[config.mk]
export PLATFORM = sky130hd
export DESIGN_NAME = cpu_regfile_flat
export DESIGN_NICKNAME = d
export VERILOG_FILES = /design/src/cpu_isa_pkg.sv /design/src/cpu_exec_if.sv /design/src/cpu_regfile.sv /design/src/flat_wrapper.sv
export SDC_FILE = /design/constraint.sdc
export NUM_CORES = 1
export LEC_CHECK = 0
export BUFFER_PORTS_ARGS = -buffer_cell sky130_fd_sc_hd__buf_2
export CORE_UTILIZATION = 50
export CTS_CLUSTER_DIAMETER = 50
export CTS_CLUSTER_SIZE = 25
export DETAILED_ROUTE_END_ITERATION = 10
export PLACE_DENSITY_LB_ADDON = 0.25
export SETUP_SLACK_MARGIN = 0.4
export SKIP_CTS_REPAIR_TIMING = 1
export SLEW_MARGIN = 15
export SYNTH_ARGS = -nofsm -noshare
export SYNTH_HDL_FRONTEND = slang
export SYNTH_SLANG_ARGS = --single-unit
[constraint.sdc]
create_clock -name clk -period 4.1 [get_ports clk]
set_clock_uncertainty 0.15 [all_clocks]
set_input_delay 1.23 -clock clk [delete_from_list [all_inputs] [get_ports clk]]
set_output_delay 1.23 -clock clk [all_outputs]
set_load 0.05 [all_outputs]
[src/cpu_isa_pkg.sv]
`default_nettype none

package cpu_isa_pkg;

  // datapath and memory word width
  localparam int WORD_W = 16;

  // one data or instruction word
  typedef logic [WORD_W-1:0] word_t;

  // index into the sixteen-entry register file
  typedef logic [3:0] reg_idx_t;

  // C to E are left unassigned and retire as no-ops
  typedef enum logic [3:0] {
    ADD = 4'h0,
    SUB = 4'h1,
    AND = 4'h2,
    OR  = 4'h3,
    XOR = 4'h4,
    SLL = 4'h5,
    SRA = 4'h6,
    ROR = 4'h7,
    LW  = 4'h8,
    SW  = 4'h9,
    LLB = 4'hA,
    LHB = 4'hB,
    HLT = 4'hF
  } opcode_e;

  // instruction field positions
  localparam int OPC_MSB  = 15;
  localparam int OPC_LSB  = 12;
  localparam int RD_MSB   = 11;
  localparam int RD_LSB   = 8;
  localparam int RS_MSB   = 7;
  localparam int RS_LSB   = 4;
  // rt field doubles as the 4-bit immediate
  localparam int RT_MSB   = 3;
  localparam int RT_LSB   = 0;
  localparam int IMM8_MSB = 7;
  localparam int IMM8_LSB = 0;

endpackage

`default_nettype wire

[src/cpu_exec_if.sv]
`timescale 1ns/1ps
`default_nettype none

// one decoded instruction plus its register operands
interface cpu_exec_if import cpu_isa_pkg::*; ();

  // decoded fields, driven by fetch
  opcode_e  op;
  reg_idx_t rd;
  logic [3:0] imm4;
  logic [7:0] imm8;
  // high while the core is running
  logic     valid;

  // register read data, driven by the register file
  word_t    rs_data;
  word_t    rt_data;

  modport issue (output op, rd, imm4, imm8, valid);

  modport regs (input op, rd, valid, output rs_data, rt_data);

  modport alu (input op, rd, imm4, imm8, valid, rs_data, rt_data);

  modport lsu (input op, rd, imm4, imm8, valid, rs_data, rt_data);

endinterface

`default_nettype wire

[src/cpu_regfile.sv]
`timescale 1ns/1ps
`default_nettype none

module cpu_regfile import cpu_isa_pkg::*; (
  input  logic     clk,
  input  logic     arst_n,
  cpu_exec_if.regs exe,
  input  reg_idx_t rs_sel,
  input  reg_idx_t rt_sel,
  input  word_t    alu_result,
  input  word_t    load_data
);

  word_t regs [16];
  logic  wr_en;
  word_t wr_data;

  // two asynchronous read ports
  assign exe.rs_data = regs[rs_sel];
  assign exe.rt_data = regs[rt_sel];

  // writeback select
  // LW takes the memory word, compute and byte ops take the ALU
  always_comb begin
    wr_en   = 1'b0;
    wr_data = alu_result;
    if (exe.valid) begin
      case (exe.op)
        ADD, SUB, AND, OR, XOR, SLL, SRA, ROR, LLB, LHB: begin
          wr_en = 1'b1;
        end
        LW: begin
          wr_en   = 1'b1;
          wr_data = load_data;
        end
        // SW, HLT and the unused codes leave the registers alone
        default: wr_en = 1'b0;
      endcase
    end
  end

  // r0 is an ordinary register here
  always_ff @(posedge clk or negedge arst_n) begin
    if (!arst_n) begin
      for (int i = 0; i < 16; i++) begin
        regs[i] <= '0;
      end
    end else if (wr_en) begin
      regs[exe.rd] <= wr_data;
    end
  end

endmodule

`default_nettype wire

[src/flat_wrapper.sv]
// flat-port wrapper written by rule: the top's interface ports become plain ports
module cpu_regfile_flat import cpu_isa_pkg::*;
  (clk, arst_n, rs_sel, rt_sel, alu_result, load_data, exe_op, exe_rd, exe_valid, exe_rs_data, exe_rt_data);
  cpu_exec_if exe_i ();
  input  logic clk;
  input  logic arst_n;
  input  reg_idx_t rs_sel;
  input  reg_idx_t rt_sel;
  input  word_t alu_result;
  input  word_t load_data;
  input wire logic [$bits(exe_i.op)-1:0] exe_op;
  input wire logic [$bits(exe_i.rd)-1:0] exe_rd;
  input wire logic [$bits(exe_i.valid)-1:0] exe_valid;
  output wire logic [$bits(exe_i.rs_data)-1:0] exe_rs_data;
  output wire logic [$bits(exe_i.rt_data)-1:0] exe_rt_data;
  assign exe_i.op = exe_op;
  assign exe_i.rd = exe_rd;
  assign exe_i.valid = exe_valid;
  assign exe_rs_data = exe_i.rs_data;
  assign exe_rt_data = exe_i.rt_data;
  cpu_regfile u_core (.clk(clk), .arst_n(arst_n), .exe(exe_i), .rs_sel(rs_sel), .rt_sel(rt_sel), .alu_result(alu_result), .load_data(load_data));
endmodule
==> results.tsv <==
stage	metric	value	unit
status	status	finished, final reports clean	
critical_path	critPathSlowestCell	mux4_2	
timing	tns	0	ns
critical_path	path_buf_inv	3	
run	max_cap_violations	0	
yosys	synth.area.top_cells	dfrtp_1, mux4_2, mux2_2, mux2_4, a22oi_1	
routing	firstDrtPassIters	5	
power	powerDensity	518	nW/um^2
timing	final-setup-viol-count	0	
clocking	cts_tree	built	
cells_and_area	largestRegisters	u_core.regs: 256 flops	
floorplanning	rows	61	
cells_and_area	fin_nets	1026	
routing	vias	8663	
grt	grt_first_pass_wirelength	57700	um
cells_and_area	finalNonFillerCells	1374	
yosys	netlist_area	14100	um^2
clocking	cts.sinks	256	
timing	hold_viol_final	0	
yosys	synth_nets	933	
critical_path	critical_path_required	2.72	ns
critical_path	slowest_delay	0.51	ns
grt	grt_max_degree	80	
critical_path	start_kind	input port	
yosys	synth_top_area_share	45.4	%
placement	place.gp.congestion	0.780	
cells_and_area	final_area	17300	um^2
hold_path	min_path_cells	1	
grt	antenna_found_initial	0	
yosys	seq_area_frac_synth	45.4	%
placement	place_area	15700	um^2
critical_path	crit_chain	buf_16 > buf_12 > mux4_2 > a22oi_2 > nand2_4 > buf_2	
cells_and_area	layout-drive-gt1-share	71.6	%
critical_path	crit_fanout	11	
clocking	path_clk_slew	0.06	ns
yosys	ys.warnings.count	0	
timing	post-route-min-period	4.00	ns
routing	drt-initial-drc-count	655	
timing	rsz0062_at_grt	yes	
timing	finalMaxSlewViolations	0	
timing	maxSlewHeadroom	41.9	%
placement	place_ws	-0.0306	ns
cells_and_area	area_delta_synth_final	22.5	%
yosys	synth_area_leader_cell	dfrtp_1	
yosys	syn_inst	882	
clocking	cts_buffer_depth	3	
routing	drc	0	
critical_path	cp_top_family	buffers and inverters	
routing	wl_per_cell	28.6	um
floorplanning	design.core.area	27800	um^2
grt	first_global_vias	9280	
routing	viasPerCell	6.30	
routing	drtAntennaViolNets	0	
placement	numPortBuffers	82	
power	p_total	8.97	mW
yosys	synth.distinct_cells	22	
floorplanning	initial_core_util	50.8	%
placement	dp_hpwl	23200	um
floorplanning	die_area	28900	um^2
power	power_leakage	7.27	nW
grt	grt_overflow_total	0	
clocking	htreeDepth	1	
cells_and_area	top_register	u_core.regs	
grt	grt_usage	27.2	%
floorplanning	die_h	170	um
yosys	syn_avg_cell_area	16.0	um^2
critical_path	worstPathArrival	2.62	ns
cells_and_area	largest_register_ffs	256	
timing	fmax	0.250	GHz
floorplanning	ios	83	
timing	tightest_slew	0.871	ns
power	ir_drop	0.000615	V
cells_and_area	diodes	0	
clocking	clk_root_buffer_cell	clkbuf_16	
hold_path	hold_class	reg -> reg	
critical_path	end_kind	output port	
routing	wirelength	39300	um
clocking	numCtsBuffers	29	
critical_path	r2r_cells	1	
clocking	clk_latency	0.55	ns
timing	setup_ws	0.0983	ns
yosys	synth_seq_cells	256	
critical_path	crit_type	in -> out	
placement	placedCellCount	1309	
floorplanning	dieWidth	170	um
timing	finalCritPeriodShare	97.6	%
critical_path	cp.depth	6	
layout by cell type, fill, tap and decap left out, types with 4 or more instances in the layout:
| cell | synthesis | layout |
|---|---|---|
| dfrtp_1 | 256 | 256 |
| mux2_2 | 162 | 162 |
| mux4_2 | 128 | 128 |
| mux2_4 | 110 | 110 |
| a22oi_2 | 0 | 64 |
| buf_2 | 19 | 49 |
| clkbuf_16 | 0 | 40 |
| nand2_4 | 0 | 32 |
| buf_4 | 11 | 29 |
| buf_6 | 11 | 21 |
| buf_12 | 1 | 19 |
| nor2_2 | 9 | 17 |
| buf_8 | 0 | 11 |
| nand3_1 | 9 | 9 |
| nand4_1 | 7 | 7 |
| nor2b_1 | 9 | 5 |
| inv_6 | 0 | 5 |
| nor2b_2 | 0 | 4 |
| clkinv_2 | 0 | 4 |
| inv_8 | 0 | 4 |
cell type report:
type                    instances  area (um^2)
flip-flops and latches        256         6410
fillers                      2078        10500
multi-input cells             546         7850
well taps                     378          473
clock inverters                20          239
clock buffers                  32          757
repair buffers                142         1580
final timing paths:
path | start | endpoint | slack (ns)
worst max-delay path | rt_sel[0] | exe_rt_data[0] | 0.1
worst min-delay path | u_core.regs[220] | u_core.regs[220] | 0.37
worst max register to register | u_core.regs[104] | u_core.regs[104] | 3.14
worst min register to register | u_core.regs[220] | u_core.regs[220] | 0.37
max in group asynchronous | arst_n | u_core.regs[167] | 2.30
min in group asynchronous | arst_n | u_core.regs[105] | 0.50
kinds of logic after synthesis:
| family | synth area share, % |
|---|---|
| multiplexers | 45.0 |
| flip-flops | 45.4 |
| AND/OR/NAND/NOR | 2.84 |
| buffers and inverters | 3.29 |
| AO/OA/AOI/OAI | 3.46 |
per-layer routing:
| layer | global-route usage (%) | routed length [um] |
|---|---|---|
| met5 | 0 | 0 |
| met4 | 6.54 | 930 |
| met3 | 5.07 | 2610 |
| met2 | 43.9 | 19000 |
| met1 | 38.4 | 16700 |
through the flow:
step / hold slack (ns) / utilization, %
floorplan: 0.342 / -
global placement: 0.353 / 56.7
detailed placement: 0.360 / 56.7
CTS: 0.376 / 60.2
global route: 0.391 / 62.3
finish: 0.373 / 62.3
cell usage after synthesis:
master / number
nor2_1: 10
nand2_2: 1
o21a_1: 1
dfrtp_1: 256
mux2_2: 162
buf_2: 19
buf_6: 11
nor2b_1: 9
nor2_2: 9
nand2_1: 32
buf_1: 4
buf_12: 1
a22oi_1: 64
clkbuf_1: 34
nand4_1: 7
or4_4: 1
mux2_4: 110
nand3_1: 9
buf_4: 11
nor3b_2: 1
and2_1: 2
mux4_2: 128
where the power goes:
group	internal (mW)	switching, mW
clock network	1.56	1.17
registers	3.14	0.461
logic	1.52	1.12
total	6.22	2.75
Note: power is estimated with default switching activity, not from simulation.
