File: src/cpu_isa_pkg.sv
`default_nettype none

package cpu_isa_pkg;

  // datapath and memory word width
  localparam int WORD_W = 16;

  // one data or instruction word
  typedef logic [WORD_W-1:0] word_t;

  // index into the sixteen-entry register file
  typedef logic [3:0] reg_idx_t;

  // C to E are left unassigned and retire as no-ops
  typedef enum logic [3:0] {
    ADD = 4'h0,
    SUB = 4'h1,
    AND = 4'h2,
    OR  = 4'h3,
    XOR = 4'h4,
    SLL = 4'h5,
    SRA = 4'h6,
    ROR = 4'h7,
    LW  = 4'h8,
    SW  = 4'h9,
    LLB = 4'hA,
    LHB = 4'hB,
    HLT = 4'hF
  } opcode_e;

  // instruction field positions
  localparam int OPC_MSB  = 15;
  localparam int OPC_LSB  = 12;
  localparam int RD_MSB   = 11;
  localparam int RD_LSB   = 8;
  localparam int RS_MSB   = 7;
  localparam int RS_LSB   = 4;
  // rt field doubles as the 4-bit immediate
  localparam int RT_MSB   = 3;
  localparam int RT_LSB   = 0;
  localparam int IMM8_MSB = 7;
  localparam int IMM8_LSB = 0;

endpackage

`default_nettype wire

File: src/cpu_host_pkg.sv
`default_nettype none

package cpu_host_pkg;

  // top two paddr bits select the region, the rest is a word offset
  localparam int REGION_MSB    = 15;
  localparam int REGION_LSB    = 14;
  localparam int HOST_OFFSET_W = 14;

  typedef logic [HOST_OFFSET_W-1:0] host_offset_t;

  typedef enum logic [1:0] {
    REGION_IMEM = 2'd0,
    REGION_DMEM = 2'd1,
    REGION_CTRL = 2'd2,
    REGION_NONE = 2'd3
  } host_region_e;

  // register offsets inside the CTRL region
  localparam host_offset_t CTRL_OFFSET   = 14'd0;
  localparam host_offset_t STATUS_OFFSET = 14'd1;

  // control and status bit positions
  localparam int CTRL_RUN_BIT       = 0;
  localparam int STATUS_HALTED_BIT  = 0;
  localparam int STATUS_RUNNING_BIT = 1;

endpackage

`default_nettype wire

File: src/cpu_host_if.sv
`timescale 1ns/1ps
`default_nettype none

// host side access to the program and data memories
interface cpu_host_if import cpu_isa_pkg::*; import cpu_host_pkg::*; ();

  logic         req;
  // only IMEM and DMEM reach the memories
  host_region_e target;
  word_t        addr;
  word_t        wdata;
  logic         we;
  // each memory returns its own word, the APB block picks one
  word_t        imem_rdata;
  word_t        dmem_rdata;

  modport host (output req, target, addr, wdata, we, input imem_rdata, dmem_rdata);

  modport imem (input req, target, addr, wdata, we, output imem_rdata);

  modport dmem (input req, target, addr, wdata, we, output dmem_rdata);

endinterface

`default_nettype wire

File: src/cpu_apb_host.sv
`timescale 1ns/1ps
`default_nettype none

module cpu_apb_host import cpu_isa_pkg::*; import cpu_host_pkg::*; #(
  parameter int IMEM_DEPTH = 256,
  parameter int DMEM_DEPTH = 256
) (
  input  logic     clk,
  input  logic     arst_n,
  input  logic     psel,
  input  logic     penable,
  input  logic     pwrite,
  input  word_t    paddr,
  input  word_t    pwdata,
  output word_t    prdata,
  output logic     pready,
  output logic     pslverr,
  input  logic     running,
  input  logic     halted,
  output logic     start,
  cpu_host_if.host host
);

  host_region_e region;
  host_offset_t idx;
  logic         access;
  logic         mem_region;
  logic         idx_bad;
  logic         err;
  word_t        ctrl_word;
  word_t        status_word;
  word_t        rdata;

  // access phase of a transfer, no wait states
  assign access = psel && penable;

  assign region = host_region_e'(paddr[REGION_MSB:REGION_LSB]);
  assign idx    = paddr[REGION_LSB-1:0];

  // region decode and range checks
  always_comb begin
    mem_region = 1'b0;
    idx_bad    = 1'b0;
    case (region)
      REGION_IMEM: begin
        mem_region = 1'b1;
        idx_bad    = 32'(idx) >= 32'(IMEM_DEPTH);
      end
      REGION_DMEM: begin
        mem_region = 1'b1;
        idx_bad    = 32'(idx) >= 32'(DMEM_DEPTH);
      end
      REGION_CTRL: idx_bad = (idx != CTRL_OFFSET) && (idx != STATUS_OFFSET);
      // unmapped region
      default: idx_bad = 1'b1;
    endcase
  end

  // memories are off limits during a run
  assign err = idx_bad || (mem_region && running);

  // CTRL reads back the run bit, STATUS reports both flags
  always_comb begin
    ctrl_word                     = '0;
    ctrl_word[CTRL_RUN_BIT]       = running;
    status_word                   = '0;
    status_word[STATUS_HALTED_BIT]  = halted;
    status_word[STATUS_RUNNING_BIT] = running;
  end

  always_comb begin
    rdata = '0;
    case (region)
      REGION_IMEM: rdata = host.imem_rdata;
      REGION_DMEM: rdata = host.dmem_rdata;
      REGION_CTRL: rdata = (idx == STATUS_OFFSET) ? status_word : ctrl_word;
      default:     rdata = '0;
    endcase
  end

  // response is valid in the access cycle only
  assign pready  = access;
  assign pslverr = access && err;
  assign prdata  = (access && !err && !pwrite) ? rdata : '0;

  // memory port, writes land on the edge closing the access cycle
  assign host.req    = access && mem_region && !err;
  assign host.target = region;
  assign host.addr   = {2'b00, idx};
  assign host.wdata  = pwdata;
  assign host.we     = pwrite;

  // one-cycle start on an accepted CTRL write with the run bit set
  assign start = access && pwrite && !err && (region == REGION_CTRL) &&
                 (idx == CTRL_OFFSET) && pwdata[CTRL_RUN_BIT];

  // penable only ever follows a selected setup cycle
  a_penable_psel: assert property (@(posedge clk) disable iff (!arst_n)
    penable |-> psel)
    else $error("penable high without psel");

endmodule

`default_nettype wire

File: src/flat_wrapper.sv
// flat-port wrapper written by rule: the top's interface ports become plain ports
module cpu_apb_host_flat import cpu_isa_pkg::*; import cpu_host_pkg::*;
#(
  parameter int IMEM_DEPTH = 256,
  parameter int DMEM_DEPTH = 256
)
  (clk, arst_n, psel, penable, pwrite, paddr, pwdata, prdata, pready, pslverr, running, halted, start, host_req, host_target, host_addr, host_wdata, host_we, host_imem_rdata, host_dmem_rdata);
  cpu_host_if host_i ();
  input  logic clk;
  input  logic arst_n;
  input  logic psel;
  input  logic penable;
  input  logic pwrite;
  input  word_t paddr;
  input  word_t pwdata;
  output word_t prdata;
  output logic pready;
  output logic pslverr;
  input  logic running;
  input  logic halted;
  output logic start;
  output wire logic [$bits(host_i.req)-1:0] host_req;
  output wire logic [$bits(host_i.target)-1:0] host_target;
  output wire logic [$bits(host_i.addr)-1:0] host_addr;
  output wire logic [$bits(host_i.wdata)-1:0] host_wdata;
  output wire logic [$bits(host_i.we)-1:0] host_we;
  input wire logic [$bits(host_i.imem_rdata)-1:0] host_imem_rdata;
  input wire logic [$bits(host_i.dmem_rdata)-1:0] host_dmem_rdata;
  assign host_req = host_i.req;
  assign host_target = host_i.target;
  assign host_addr = host_i.addr;
  assign host_wdata = host_i.wdata;
  assign host_we = host_i.we;
  assign host_i.imem_rdata = host_imem_rdata;
  assign host_i.dmem_rdata = host_dmem_rdata;
  cpu_apb_host #(.IMEM_DEPTH(IMEM_DEPTH), .DMEM_DEPTH(DMEM_DEPTH)) u_core (.clk(clk), .arst_n(arst_n), .psel(psel), .penable(penable), .pwrite(pwrite), .paddr(paddr), .pwdata(pwdata), .prdata(prdata), .pready(pready), .pslverr(pslverr), .running(running), .halted(halted), .start(start), .host(host_i));
endmodule
File: config.mk
export PLATFORM = sky130hd
export DESIGN_NAME = cpu_apb_host_flat
export DESIGN_NICKNAME = d
export VERILOG_FILES = /design/src/cpu_isa_pkg.sv /design/src/cpu_host_pkg.sv /design/src/cpu_host_if.sv /design/src/cpu_apb_host.sv /design/src/flat_wrapper.sv
export SDC_FILE = /design/constraint.sdc
export NUM_CORES = 1
export LEC_CHECK = 0
export BUFFER_PORTS_ARGS = -buffer_cell sky130_fd_sc_hd__buf_4
export CAP_MARGIN = 15
export CORE_MARGIN = 2
export CORE_UTILIZATION = 27
export DETAILED_ROUTE_END_ITERATION = 16
export MAX_ROUTING_LAYER = met4
export PLACE_DENSITY = 0.81
export SETUP_SLACK_MARGIN = 0.05
export SLEW_MARGIN = 20
export SYNTH_ARGS = -nofsm -noshare
export SYNTH_HDL_FRONTEND = slang
export SYNTH_SLANG_ARGS = --single-unit
File: constraint.sdc
create_clock -name vclk -period 1.5
set_input_delay 0.15 -clock vclk [all_inputs]
set_output_delay 0.15 -clock vclk [all_outputs]
set_load 0.01 [all_outputs]
==> impl_metrics.csv, run 1 <==
group,metric,value,unit
outcome,status,"finished with violations",
outcome,violations,"setup timing",
final_layout,nClkBuffers,0,
sta,fmax,599,MHz
place,io_buffers,92,
die,die_x,57.4,µm
die,die_h,57.4,µm
final_layout,drive_gt1_share,80.8,%
drt,wl_per_cell,14.4,µm
logic_synthesis,synth_top_area_cell,"buf_4",
sta,rsz0062_at_grt,"yes",
drt,dr.pass1.iters,4,
final_layout,area_delta_synth_final,98.4,%
setup_path,path_class,"input pin to output port",
final_layout,nets,240,
setup_path,critPathArrivalTime,1.52,ns
drt,ant_nets,0,
logic_synthesis,synth_warnings,0,
setup_path,cp-end-kind,"output port",
pwr,cellLeakagePower,0.765,nW
drt,avgViaCountPerCell,4.52,
logic_synthesis,postSynthCellCount,98,
drt,num_vias,895,
sta,maxSlewViolCount,0,
logic_synthesis,synth_area,771,µm²
die,fp.coreArea,2730,µm²
sta,finalCriticalPeriod,1.67,ns
sta,hold_viol,0,
setup_path,crit_fanout,7,
logic_synthesis,synthDistinctLibCells,25,
place,place_hpwl,2.01,mm
place,dp.cells,197,
final_layout,register_area,0,µm²
drt,totalWireLength,2.85,mm
hold_path,hp-class,"input pin to output port",
final_layout,design.seq.count,0,
logic_synthesis,syn_avg_cell_area,7.86,µm²
sta,finalCritPeriodShare,111,%
global_route,grt_remaining_overflow,0,
sta,setup_slack,-0.170,ns
die,design.die.area,3300,µm²
logic_synthesis,synth_top_area_share,34.1,%
setup_path,critPathLaunchType,"input pin",
sta,setup_viol,17,
global_route,grt_pass1_wl,4.05,mm
pwr,ir_drop,131,µV
final_layout,final_core_util,55.9,%
die,ios,126,
drt,drt_iter0_drc,23,
sta,fin_setup_tns,-2.33,ns
flow_run,drv_cap,0,
die,start_util,28.2,%
pwr,finalPower,0.000302,W
logic_synthesis,ys_seq_area_share,0,%
global_route,antenna_found_initial,0,
logic_synthesis,synth.area.top_cells,"buf_4, mux2i_1, nor2_4",
die,fp-row-count,19,
global_route,grt_max_degree,18,
setup_path,required,1.35,ns
drt,drc_errors,0,
place,gp_congestion,0.715,
pwr,power_density,198,nW/µm²
place,post-place-ws,-0.244,ns
global_route,first_global_vias,859,
final_layout,final_cells,198,
global_route,grtUsageTotal,15.6,%
final_layout,insertedDiodeCount,0,
==> cell type report <==
type | instances | area, µm²
fill | 256 | 1200
inverter | 2 | 7.51
multi-input combinational | 58 | 568
tap | 31 | 38.8
timing repair buffer | 107 | 915
==> report_power, final <==
part / internal [W] / switching [W] / leakage [nW] / total, W
clock: 0 / 0 / 0 / 0
combinational: 0.000179 / 0.000123 / 0.765 / 0.000302
sequential: 0 / 0 / 0 / 0
==> layout by cell type, fill, tap and decap left out, drive strengths merged <==
cell	Yosys	layout
mux2i	16	16
nor2	18	18
a211o	1	1
buf	37	107
or4	1	1
nor2b	1	1
conb	1	2
a31oi	1	1
a21oi	1	1
inv	2	2
o32a	1	1
nand3	3	3
nor4	3	3
nand4	1	1
nor3	2	2
nand2	4	4
a211oi	1	1
mux2	1	1
or2	1	1
==> per-layer routing <==
metal | vias up | share of wire, % | track usage, %
met5 | - | 0 | -
met4 | 0 | 0.32 | 1.66
met3 | 2 | 7.3 | 2.04
met2 | 37 | 60 | 30.4
met1 | 423 | 32 | 17.1
li1 | 433 | - | -
==> critical path: stages <==
cell     delay, ns
buf_8         0.10
nor4_4        0.30
nand2_2       0.10
or4_4         0.48
buf_16        0.19
nor2_4        0.10
buf_6         0.10
==> synth_stat cells (2+ instances only) <==
master and n:
nor4_1 2, nor2_4 10, buf_4 35, nand3_1 3, inv_1 2, clkbuf_1 2
mux2i_1 16, nor2_1 8, nor3_1 2, nand2_1 3
==> per-stage QoR <==
| step | hold slack (ns) | area (µm²) |
|---|---|---|
| final | 0.300 | 1530 |
| after floorplan | 0.333 | 787 |
| after global routing | 0.300 | 1530 |
| after CTS | 0.300 | 1460 |
| after global placement | 0.300 | 1330 |
| after detailed placement | 0.300 | 1330 |
==> final timing paths <==
kind                  cells after the start        from             end  slack (ns)
worst max-delay path                      7   paddr[11]      prdata[10]       -0.17
worst min-delay path                      0  pwdata[11]  host_wdata[11]        0.30
==> kinds of logic (layout without fill, tap and decap cells) <==
logic type             after synthesis  after routing  synth area share (%)
buffers and inverters               41            109                  40.1
AND/OR/NAND/NOR                     34             34                  32.3
AO/OA/AOI/OAI                        5              5                  4.87
other                                1              2                 0.487
multiplexers                        17             17                  22.2
==> timing repair <==
item,CTS,global route
hold buffers,0,0
endpoints found under the setup margin,19,19
gates cloned,1,0
pin swaps,13,5
setup buffers,0,0
gates resized for setup,25,15
(Power assumes the default switching activity.)
==> inputs of run 2 (changes only) <==
--- a/config.mk
+++ b/config.mk
@@ -11,7 +11,7 @@
 export CORE_UTILIZATION = 27
 export DETAILED_ROUTE_END_ITERATION = 16
 export MAX_ROUTING_LAYER = met4
-export PLACE_DENSITY = 0.81
+export PLACE_DENSITY = 0.87
 export SETUP_SLACK_MARGIN = 0.05
 export SLEW_MARGIN = 20
 export SYNTH_ARGS = -nofsm -noshare
==> impl_metrics.csv, run 2 (synthesized netlist as in run 1, its figures left out) <==
group,metric,value,unit
final_layout,final_cell_mix,"buf_4, mux2i_1, buf_6, nor2_4, nor2_1",
final_layout,design.seq.count,0,
sta,fin_setup_tns,-2.50,ns
sta,finalCriticalPeriod,1.68,ns
setup_path,critPathLaunchType,"input pin",
final_layout,register_area,0,µm²
place,gp_congestion,0.802,
die,fp.coreArea,2730,µm²
pwr,p_switching,0.000118,W
global_route,grtUsageTotal,14.0,%
sta,setup_viol,16,
pwr,ir_drop,153,µV
global_route,grt_remaining_overflow,0,
final_layout,area_delta_synth_final,88.8,%
drt,dr.pass1.iters,4,
die,die_h,57.4,µm
sta,hold_viol,0,
pwr,pwr-share-comb,100.0,%
outcome,status,"finished with violations",
final_layout,fill_cells,276,
global_route,grt_max_degree,18,
pwr,intPower,0.000168,W
drt,ant_nets,0,
setup_path,startpoint,"paddr[11]",
die,fp-row-count,19,
final_layout,nets,236,
drt,drt_iter0_drc,36,
sta,finalCritPeriodShare,112,%
die,die_x,57.4,µm
setup_path,crit_fanout,7,
global_route,antenna_found_initial,0,
pwr,finalPower,0.000286,W
final_layout,final_common_cell,"buf_4",
setup_path,path_class,"input pin to output port",
pwr,seqPwrFrac,0,%
pwr,swShare,41.2,%
cts,postCtsHoldBufs,0,
final_layout,final_core_util,53.2,%
drt,drc_errors,0,
die,start_util,28.2,%
final_layout,drive_gt1_share,79.1,%
hold_path,hold_path.startpoint,"pwdata[11]",
sta,rsz0062_at_grt,"yes",
setup_path,cp-end-kind,"output port",
final_layout,final_cells,194,
drt,avgViaCountPerCell,4.58,
place,place_hpwl,1.93,mm
global_route,first_global_vias,837,
pwr,power_density,197,nW/µm²
place,io_buffers,92,
final_layout,insertedDiodeCount,0,
die,ios,126,
place,dp.cells,192,
hold_path,hp-class,"input pin to output port",
sta,fmax,594,MHz
flow_run,drv_cap,0,
drt,totalWireLength,2.62,mm
sta,setup_slack,-0.185,ns
drt,wl_per_cell,13.5,µm
setup_path,required,1.35,ns
final_layout,nClkBuffers,0,
sta,maxSlewViolCount,0,
global_route,grt_pass1_wl,3.68,mm
pwr,pwr-share-clk,0,%
pwr,cellLeakagePower,0.719,nW
setup_path,critPathArrivalTime,1.53,ns
place,post-place-ws,-0.282,ns
outcome,violations,"setup timing",
drt,num_vias,888,
die,design.die.area,3300,µm²
==> run 2: layer usage <==
metal	wire (µm)	up-vias	GRT usage (%)
met2	1550	56	27.8
met3	228	6	2.72
met5	0	-	-
met1	794	402	14.7
li1	-	424	-
met4	55	0	0.997
==> run 2: what timing repair did <==
item                                    in CTS  in global routing
gates cloned                                 1                  0
endpoints found under the setup margin      19                 18
pin swaps                                    9                  1
setup buffers                                1                  0
gates resized for setup                     27                  4
==> run 2: power groups by stage <==
| stage | logic (W) | clock network (W) | registers [W] |
|---|---|---|---|
| floorplan | 0.000167 | 0 | 0 |
| global placement | 0.000264 | 0 | 0 |
| detailed placement | 0.000269 | 0 | 0 |
| CTS | 0.000281 | 0 | 0 |
| global route | 0.000305 | 0 | 0 |
| finish | 0.000286 | 0 | 0 |
==> run 2: per-stage QoR <==
stage | instance area (µm²) | hold WS [ns]
2_1_floorplan | 787 | 0.333
3_3_place_gp | 1290 | 0.300
3_5_place_dp | 1290 | 0.300
4_1_cts | 1440 | 0.300
5_1_grt | 1460 | 0.300
6_report | 1460 | 0.300
==> run 2: area by class of cell <==
class,count,area (µm²),area share (%)
Inverter,2,7.51,0.516
Timing Repair Buffer,103,870,59.8
Tap cell,31,38.8,2.67
Multi-Input combinational cell,58,539,37.1
==> run 2: worst max-delay path, stage by stage <==
cell	delay, ns
buf_8	0.10
nor4_4	0.32
nand2_2	0.09
or4_4	0.48
buf_16	0.19
nor2_4	0.09
buf_6	0.11
==> run 2: final timing paths <==
check              to  slack (ns)  depth (start not counted)
min    host_wdata[11]        0.30                          0
max        prdata[14]       -0.18                          7
